<file path="config.mk">
export PLATFORM = sky130hd
export DESIGN_NAME = customInstrTop
export DESIGN_NICKNAME = d
export VERILOG_FILES = /design/src/logic/customInstrPkg.sv /design/src/logic/resetSequencer.sv /design/src/logic/ciDecode.sv /design/src/logic/ciDelayUnit.sv /design/src/logic/ciExecute.sv /design/src/logic/ciResult.sv /design/src/logic/customInstrTop.sv
export VERILOG_INCLUDE_DIRS = /design/src /design/src/logic
export SDC_FILE = /design/constraint.sdc
export NUM_CORES = 1
export LEC_CHECK = 0
export BUFFER_PORTS_ARGS = -buffer_cell sky130_fd_sc_hd__buf_2
export CAP_MARGIN = 20
export CORE_MARGIN = 5
export CORE_UTILIZATION = 40
export DETAILED_ROUTE_END_ITERATION = 8
export PLACE_DENSITY = 0.58
export SLEW_MARGIN = 20
export SYNTH_ARGS = -nofsm -noshare
export SYNTH_HDL_FRONTEND = slang
export SYNTH_SLANG_ARGS = --single-unit
export TNS_END_PERCENT = 5
</file>
<file path="constraint.sdc">
create_clock -name s_systemClock -period 9.5 [get_ports s_systemClock]
set_input_delay 0.475 -clock s_systemClock [delete_from_list [all_inputs] [get_ports s_systemClock]]
set_output_delay 0.475 -clock s_systemClock [all_outputs]
set_load 0.03 [all_outputs]
</file>
<file path="src/logic/customInstr_macros.svh">
`ifndef CUSTOMINSTR_MACROS_SVH
`define CUSTOMINSTR_MACROS_SVH

// Operand and result width of the custom-instruction port.
`define CI_DATA_WIDTH 32
`define CI_ID_WIDTH 8

// Custom-instruction numbers handled by this block.
`define CI_SWAP_ID 1
`define CI_DELAY_ID 6
`define CI_GRAY_ID 9

// The top bit of the reset counter releases the core.
`define RESET_COUNT_WIDTH 5

// System clock cycles per delay unit.
`define DELAY_TICK_CYCLES 4

`endif

</file>
<file path="src/logic/customInstrPkg.sv">
`default_nettype none

`include "customInstr_macros.svh"

package customInstrPkg;

  typedef enum logic [`CI_ID_WIDTH-1:0] {
    CI_SWAP  = `CI_ID_WIDTH'(`CI_SWAP_ID),
    CI_DELAY = `CI_ID_WIDTH'(`CI_DELAY_ID),
    CI_GRAY  = `CI_ID_WIDTH'(`CI_GRAY_ID)
  } ciOpcode_t;

  // Execution unit picked by the decoder.
  typedef enum logic [1:0] {
    UNIT_NONE,
    UNIT_SWAP,
    UNIT_GRAY,
    UNIT_DELAY
  } ciUnit_t;

  typedef enum logic {
    DELAY_IDLE,
    DELAY_COUNTING
  } delayState_t;

  typedef struct packed {
    logic                      start;
    ciOpcode_t                 opcode;
    logic [`CI_DATA_WIDTH-1:0] dataA;
    logic [`CI_DATA_WIDTH-1:0] dataB;
  } ciRequest_t;

  typedef struct packed {
    logic                      valid;
    ciUnit_t                   unit;
    logic [`CI_DATA_WIDTH-1:0] dataA;
    logic [`CI_DATA_WIDTH-1:0] dataB;
  } ciDispatch_t;

  typedef struct packed {
    logic                      done;
    logic [`CI_DATA_WIDTH-1:0] result;
  } ciResponse_t;

endpackage

`default_nettype wire

</file>
<file path="src/logic/resetSequencer.sv">
`timescale 1ns/1ps
`default_nettype none

`include "customInstr_macros.svh"

module resetSequencer (
  input  logic s_systemClock,
  input  logic s_pllLocked,
  output logic coreReady
);

  logic [`RESET_COUNT_WIDTH-1:0] resetCount;

  // Counting starts once the PLL has locked and freezes at the top bit.
  always_ff @(posedge s_systemClock or negedge s_pllLocked) begin
    if (!s_pllLocked) begin
      resetCount <= '0;
    end else if (!resetCount[`RESET_COUNT_WIDTH-1]) begin
      resetCount <= resetCount + 1'b1;
    end
  end

  assign coreReady = resetCount[`RESET_COUNT_WIDTH-1]; // Set after 16 cycles.

endmodule

`default_nettype wire

</file>
<file path="src/logic/ciDecode.sv">
`timescale 1ns/1ps
`default_nettype none

`include "customInstr_macros.svh"

module ciDecode (
  input  logic                        s_systemClock,
  input  logic                        s_pllLocked,
  input  logic                        coreReady,
  input  customInstrPkg::ciRequest_t  request,
  output customInstrPkg::ciDispatch_t dispatch
);

  customInstrPkg::ciUnit_t   unitSel;
  customInstrPkg::ciUnit_t   unitReg;
  logic                      validReg;
  logic [`CI_DATA_WIDTH-1:0] dataAReg;
  logic [`CI_DATA_WIDTH-1:0] dataBReg;
  logic                      accept;

  assign accept = request.start && coreReady;

  always_comb begin
    case (request.opcode)
      customInstrPkg::CI_SWAP:  unitSel = customInstrPkg::UNIT_SWAP;
      customInstrPkg::CI_GRAY:  unitSel = customInstrPkg::UNIT_GRAY;
      customInstrPkg::CI_DELAY: unitSel = customInstrPkg::UNIT_DELAY;
      default:                  unitSel = customInstrPkg::UNIT_NONE; // Never acknowledged.
    endcase
  end

  always_ff @(posedge s_systemClock or negedge s_pllLocked) begin
    if (!s_pllLocked) begin
      validReg <= 1'b0;
      unitReg  <= customInstrPkg::UNIT_NONE;
    end else if (!coreReady) begin
      validReg <= 1'b0; // Held while the core is in reset.
      unitReg  <= customInstrPkg::UNIT_NONE;
    end else begin
      validReg <= accept && (unitSel != customInstrPkg::UNIT_NONE);
      if (accept) unitReg <= unitSel;
    end
  end

  always_ff @(posedge s_systemClock) begin
    if (accept) begin
      dataAReg <= request.dataA;
      dataBReg <= request.dataB;
    end
  end

  assign dispatch = '{valid: validReg, unit: unitReg, dataA: dataAReg, dataB: dataBReg};

endmodule

`default_nettype wire

</file>
<file path="src/logic/ciDelayUnit.sv">
`timescale 1ns/1ps
`default_nettype none

`include "customInstr_macros.svh"

module ciDelayUnit (
  input  logic                      s_systemClock,
  input  logic                      s_pllLocked,
  input  logic                      coreReady,
  input  logic                      beginDelay,
  input  logic [`CI_DATA_WIDTH-1:0] ticks,
  output logic                      done
);

  localparam int COUNT_WIDTH = `CI_DATA_WIDTH + $clog2(`DELAY_TICK_CYCLES) + 1;

  customInstrPkg::delayState_t state;
  logic [COUNT_WIDTH-1:0]      count;
  logic [COUNT_WIDTH-1:0]      loadValue;
  logic                        zeroDelay;

  assign loadValue = COUNT_WIDTH'(ticks) * COUNT_WIDTH'(`DELAY_TICK_CYCLES);
  assign zeroDelay = beginDelay && (ticks == '0);

  always_ff @(posedge s_systemClock or negedge s_pllLocked) begin
    if (!s_pllLocked) begin
      state <= customInstrPkg::DELAY_IDLE;
      count <= '0;
    end else if (!coreReady) begin
      state <= customInstrPkg::DELAY_IDLE;
      count <= '0;
    end else begin
      case (state)
        customInstrPkg::DELAY_IDLE: begin
          if (beginDelay && !zeroDelay) begin
            state <= customInstrPkg::DELAY_COUNTING;
            count <= loadValue;
          end
        end
        customInstrPkg::DELAY_COUNTING: begin
          if (count == COUNT_WIDTH'(1)) state <= customInstrPkg::DELAY_IDLE;
          count <= count - 1'b1;
        end
        default: state <= customInstrPkg::DELAY_IDLE;
      endcase
    end
  end

  // A zero delay finishes in the cycle it is started.
  assign done = zeroDelay ||
                (state == customInstrPkg::DELAY_COUNTING && count == COUNT_WIDTH'(1));

endmodule

`default_nettype wire

</file>
<file path="src/logic/ciExecute.sv">
`timescale 1ns/1ps
`default_nettype none

`include "customInstr_macros.svh"

module ciExecute (
  input  logic                        s_systemClock,
  input  logic                        s_pllLocked,
  input  logic                        coreReady,
  input  customInstrPkg::ciDispatch_t dispatch,
  output customInstrPkg::ciResponse_t unitResponse
);

  logic [`CI_DATA_WIDTH-1:0] swapResult;
  logic [`CI_DATA_WIDTH-1:0] grayResult;
  logic [7:0]                red;
  logic [7:0]                green;
  logic [7:0]                blue;
  logic [15:0]               graySum;
  logic                      delayBegin;
  logic                      delayDone;

  assign swapResult = {dispatch.dataA[7:0], dispatch.dataA[15:8],
                       dispatch.dataA[23:16], dispatch.dataA[31:24]};

  // RGB565 channels scaled up to 8 bits.
  assign red   = {dispatch.dataA[15:11], 3'b000};
  assign green = {dispatch.dataA[10:5], 2'b00};
  assign blue  = {dispatch.dataA[4:0], 3'b000};

  // Weights sum to 256, so the total fits in 16 bits.
  assign graySum    = 16'd54 * red + 16'd183 * green + 16'd19 * blue;
  assign grayResult = {{(`CI_DATA_WIDTH-8){1'b0}}, graySum[15:8]};

  assign delayBegin = dispatch.valid && (dispatch.unit == customInstrPkg::UNIT_DELAY);

  ciDelayUnit delayUnit (
    .s_systemClock(s_systemClock),
    .s_pllLocked  (s_pllLocked),
    .coreReady    (coreReady),
    .beginDelay   (delayBegin),
    .ticks        (dispatch.dataA),
    .done         (delayDone)
  );

  // Only one instruction is outstanding, so at most one unit completes.
  always_comb begin
    unitResponse = '0;
    if (delayDone) begin
      unitResponse.done = 1'b1; // Delay returns zero.
    end else if (dispatch.valid) begin
      case (dispatch.unit)
        customInstrPkg::UNIT_SWAP: begin
          unitResponse.done   = 1'b1;
          unitResponse.result = swapResult;
        end
        customInstrPkg::UNIT_GRAY: begin
          unitResponse.done   = 1'b1;
          unitResponse.result = grayResult;
        end
        default: unitResponse = '0;
      endcase
    end
  end

endmodule

`default_nettype wire

</file>
<file path="src/logic/ciResult.sv">
`timescale 1ns/1ps
`default_nettype none

`include "customInstr_macros.svh"

module ciResult (
  input  logic                        s_systemClock,
  input  logic                        s_pllLocked,
  input  logic                        coreReady,
  input  customInstrPkg::ciResponse_t unitResponse,
  output customInstrPkg::ciResponse_t response
);

  logic                      doneReg;
  logic [`CI_DATA_WIDTH-1:0] resultReg;

  always_ff @(posedge s_systemClock or negedge s_pllLocked) begin
    if (!s_pllLocked) begin
      doneReg <= 1'b0;
    end else begin
      doneReg <= coreReady && unitResponse.done; // One-cycle pulse.
    end
  end

  always_ff @(posedge s_systemClock) begin
    resultReg <= unitResponse.result;
  end

  // The result bus stays zero outside the done cycle.
  assign response = '{done: doneReg,
                      result: doneReg ? resultReg : {`CI_DATA_WIDTH{1'b0}}};

endmodule

`default_nettype wire

</file>
<file path="src/logic/customInstrTop.sv">
`timescale 1ns/1ps
`default_nettype none

module customInstrTop (
  input  logic                        s_systemClock,
  input  logic                        s_pllLocked,
  input  customInstrPkg::ciRequest_t  request,
  output customInstrPkg::ciResponse_t response,
  output logic                        coreReady
);

  customInstrPkg::ciDispatch_t dispatch;
  customInstrPkg::ciResponse_t unitResponse;

  resetSequencer resetSeq (
    .s_systemClock(s_systemClock),
    .s_pllLocked  (s_pllLocked),
    .coreReady    (coreReady)
  );

  // Decode, execute and result stages.
  ciDecode decode (
    .s_systemClock(s_systemClock),
    .s_pllLocked  (s_pllLocked),
    .coreReady    (coreReady),
    .request      (request),
    .dispatch     (dispatch)
  );

  ciExecute execute (
    .s_systemClock(s_systemClock),
    .s_pllLocked  (s_pllLocked),
    .coreReady    (coreReady),
    .dispatch     (dispatch),
    .unitResponse (unitResponse)
  );

  ciResult result (
    .s_systemClock(s_systemClock),
    .s_pllLocked  (s_pllLocked),
    .coreReady    (coreReady),
    .unitResponse (unitResponse),
    .response     (response)
  );

endmodule

`default_nettype wire

</file>
==> impl_metrics.env <==
export IMPL_worstPathMaxFanout=8
export IMPL_setup_tns_ps=0
export IMPL_clockBufferDepth=2
export IMPL_crit_family="adder cells"
export IMPL_crit_chain="fa_1 > inv_1 > fa_1 > fa_1 > inv_1 > ha_1 > a21oi_1 > o21bai_1 > nand2_1 > a21oi_1 > xor2_1 > fa_1 > ha_1 > a21o_1 > a21oi_1 > o22ai_1 > nor3_1 > xnor3_1 > o22ai_1"
export IMPL_critPathLaunchType="flop"
export IMPL_die_width_um=146
export IMPL_cts_resized_gates=0
export IMPL_async_reset_ff_share_pct=41.3
export IMPL_p_leak_nw=4.13
export IMPL_period_minus_slack_ps=5620
export IMPL_ios=109
export IMPL_maxSlewHeadroom_pct=36.2
export IMPL_cts_hold_buf=0
export IMPL_clkLatencyLatePin_ps=360
export IMPL_dpl_hpwl_um=13800
export IMPL_ys_flop_type="dfrtp_1"
export IMPL_post_cts_buffers=0
export IMPL_place_ws_ps=3900
export IMPL_synth_top_area_cell="dfrtp_1"
export IMPL_synth_most_common_cell="ha_1"
export IMPL_synth_area_per_cell_um2=10.1
export IMPL_wl_per_cell_um=18.0
export IMPL_grt_usage_pct=17.7
export IMPL_synth_warnings=0
export IMPL_drive_gt1_share_pct=16.4
export IMPL_synth_top_family_by_area="adder cells"
export IMPL_rsz0062_at_grt="false"
export IMPL_io_buffer_count=76
export IMPL_synth_mux_area_share_pct=3.46
export IMPL_grt_pass1_wl_um=30400
export IMPL_fp_row_count=49
export IMPL_antenna_left=0
export IMPL_syn_to_final_growth_pct=12.3
export IMPL_fin_skew_ps=11.5
export IMPL_max_cap_violations=0
export IMPL_clkTransAtPathRegs_ps=80
export IMPL_finalCritPeriodShare_pct=59.1
export IMPL_antennaDiodeCount=0
export IMPL_power_mw=1.63
export IMPL_seq_area_frac_synth_pct=36.8
export IMPL_synthAdderAreaFrac_pct=21.3
export IMPL_drcViolationCount=0
export IMPL_status="completed"
export IMPL_htreeDepth=3
export IMPL_synth_edf_count=32
export IMPL_setup_viol=0
export IMPL_crit_path_end_kind="flop"
export IMPL_cts_tree="built"
export IMPL_hold_class="in -> async"
export IMPL_synthSimpleGateAreaFrac_pct=16.0
export IMPL_clockRootBuffer="clkbuf_16"
export IMPL_critPathArrivalTime_ps=5900
export IMPL_synth_top_cells_by_area="dfrtp_1 15%, ha_1 15%, edfxtp_1 13%"
export IMPL_die_area_um2=21400
export IMPL_routed_wl_um=18500
export IMPL_fp_dieH_um=146
export IMPL_cp_required_ps=9780
export IMPL_vias_per_cell=5.37
export IMPL_antenna_found_initial=0
export IMPL_crit_slowest_cell="edfxtp_1"
export IMPL_p_per_area_nw_per_um2=196
export IMPL_synth_commonest_cells="86 x ha_1, 66 x inv_1, 54 x nor2_1, 45 x dfrtp_1, 33 x and2_1"
export IMPL_path_class="reg -> reg"
export IMPL_path_buf_inv=2
export IMPL_grt_ovfl_total=0
export IMPL_drt_iter0_markers=252
export IMPL_synth_compound_area_share_pct=11.8
export IMPL_netlist_area_um2=7420
export IMPL_grt_pass1_vias=5789
export IMPL_num_vias=5513
export IMPL_worst_pin_slew_ps=956
export IMPL_start_util_pct=41.0
export IMPL_numCtsBuffers=9
export IMPL_place_congestion=0.836
export IMPL_finalHoldViolCount=0
export IMPL_fin_area_um2=8330
export IMPL_design_core_area_um2=18100
export IMPL_synth_top_area_share_pct=15.2
export IMPL_clock_sinks=109
export IMPL_layout_setup_ws_ps=3880
export IMPL_grt_max_degree=73
export IMPL_postPlaceCellArea_um2=8000
export IMPL_fmax_mhz=178
export IMPL_cpMostUsedCell="fa_1"
export IMPL_syn_nets=917
export IMPL_ys_types=64
export IMPL_synthCells=731
export IMPL_nNetsFinal=979
export IMPL_ir_drop_v=0.000142
export IMPL_slew_violations=0
export IMPL_synthXorXnorAreaFrac_pct=5.97
export IMPL_timing_hold_ws_ps=206
export IMPL_synth_ff_latch_count=109
export IMPL_drt_pass1_iterations=4
export IMPL_critPathMaxStageDelay_ps=630
[cell families (layout without fill, tap and decap cells)]
group / count (synthesis) / in the layout
AOI/OAI and AO/OA: 130 / 130
muxes: 23 / 23
and+or+nand+nor: 215 / 215
buffers and inverters: 94 / 161
xor gates and xnor gates: 49 / 49
adders and majority gates: 111 / 111
DFF: 109 / 109
[cell type report]
class | count | area (um^2)
inverter | 67 | 251
fill | 1683 | 9750
tap | 229 | 287
sequential | 109 | 2730
multi-input combinational | 528 | 4350
clock inverter | 5 | 77.6
timing repair buffer | 78 | 395
clock buffer | 11 | 243
[cells in the final DEF, fill, tap and decap left out, types with 29 or more instances in the layout]
cell type and instances:
dfxtp_1 32, inv_1 66, edfxtp_1 32, a211oi_1 31
ha_1 85, dfrtp_1 44, buf_2 76, a21oi_1 29
xnor2_1 30, and2_1 32, nor2_1 53
[worst paths after layout]
check | from | endpoint | slack (ps) | depth (start not counted)
hold / removal | s_pllLocked | execute.delayUnit.count[21]$_DFFE_PN0P_ | 210 | 2
min in group s_systemClock | request[51] | decode.dataAReg[19]$_DFFE_PP_ | 280 | 1
hold reg to reg | resetSeq.resetCount[3]$_DFFE_PN0N_ | resetSeq.resetCount[3]$_DFFE_PN0N_ | 510 | 1
max in group asynchronous | s_pllLocked | execute.delayUnit.state$_DFF_PN0_ | 8790 | 2
setup / recovery | decode.dataAReg[10]$_DFFE_PP_ | result.resultReg[7]$_SDFF_PP0_ | 3880 | 19
setup reg to reg | decode.dataAReg[10]$_DFFE_PP_ | result.resultReg[7]$_SDFF_PP0_ | 3880 | 19
[per-layer routing]
layer	part of all wire [%]	vias up	track usage, %
li1	-	2725	-
met2	51	100	31.3
met5	0	-	0
met4	1.3	0	3.81
met3	3.5	18	3.84
met1	44	2670	22.3
[flip-flops by register name, summed over array words and instances (netlist names)]
register and count:
resetSeq.resetCount 5, execute.delayUnit.state 1, decode.unitReg 2, result.doneReg 1, decode.dataAReg 32, result.resultReg 32, execute.delayUnit.count 35, decode.validReg 1
[where the power goes]
part	internal, mW	total [mW]	leakage, nW	switching (mW)
Sequential	0.490	0.504	1.19	0.0141
Combinational	0.312	0.716	2.78	0.404
Clock	0.219	0.411	0.157	0.192
[through the flow]
| step | util [%] | instances |
|---|---|---|
| CTS | 46.0 | 1027 |
| floorplan | - | 731 |
| finish | 46.1 | 1027 |
| global placement | 44.2 | 1011 |
| detailed placement | 44.2 | 1011 |
| global route | 46.1 | 1027 |
No activity file was read; power rests on OpenSTA's default activity.
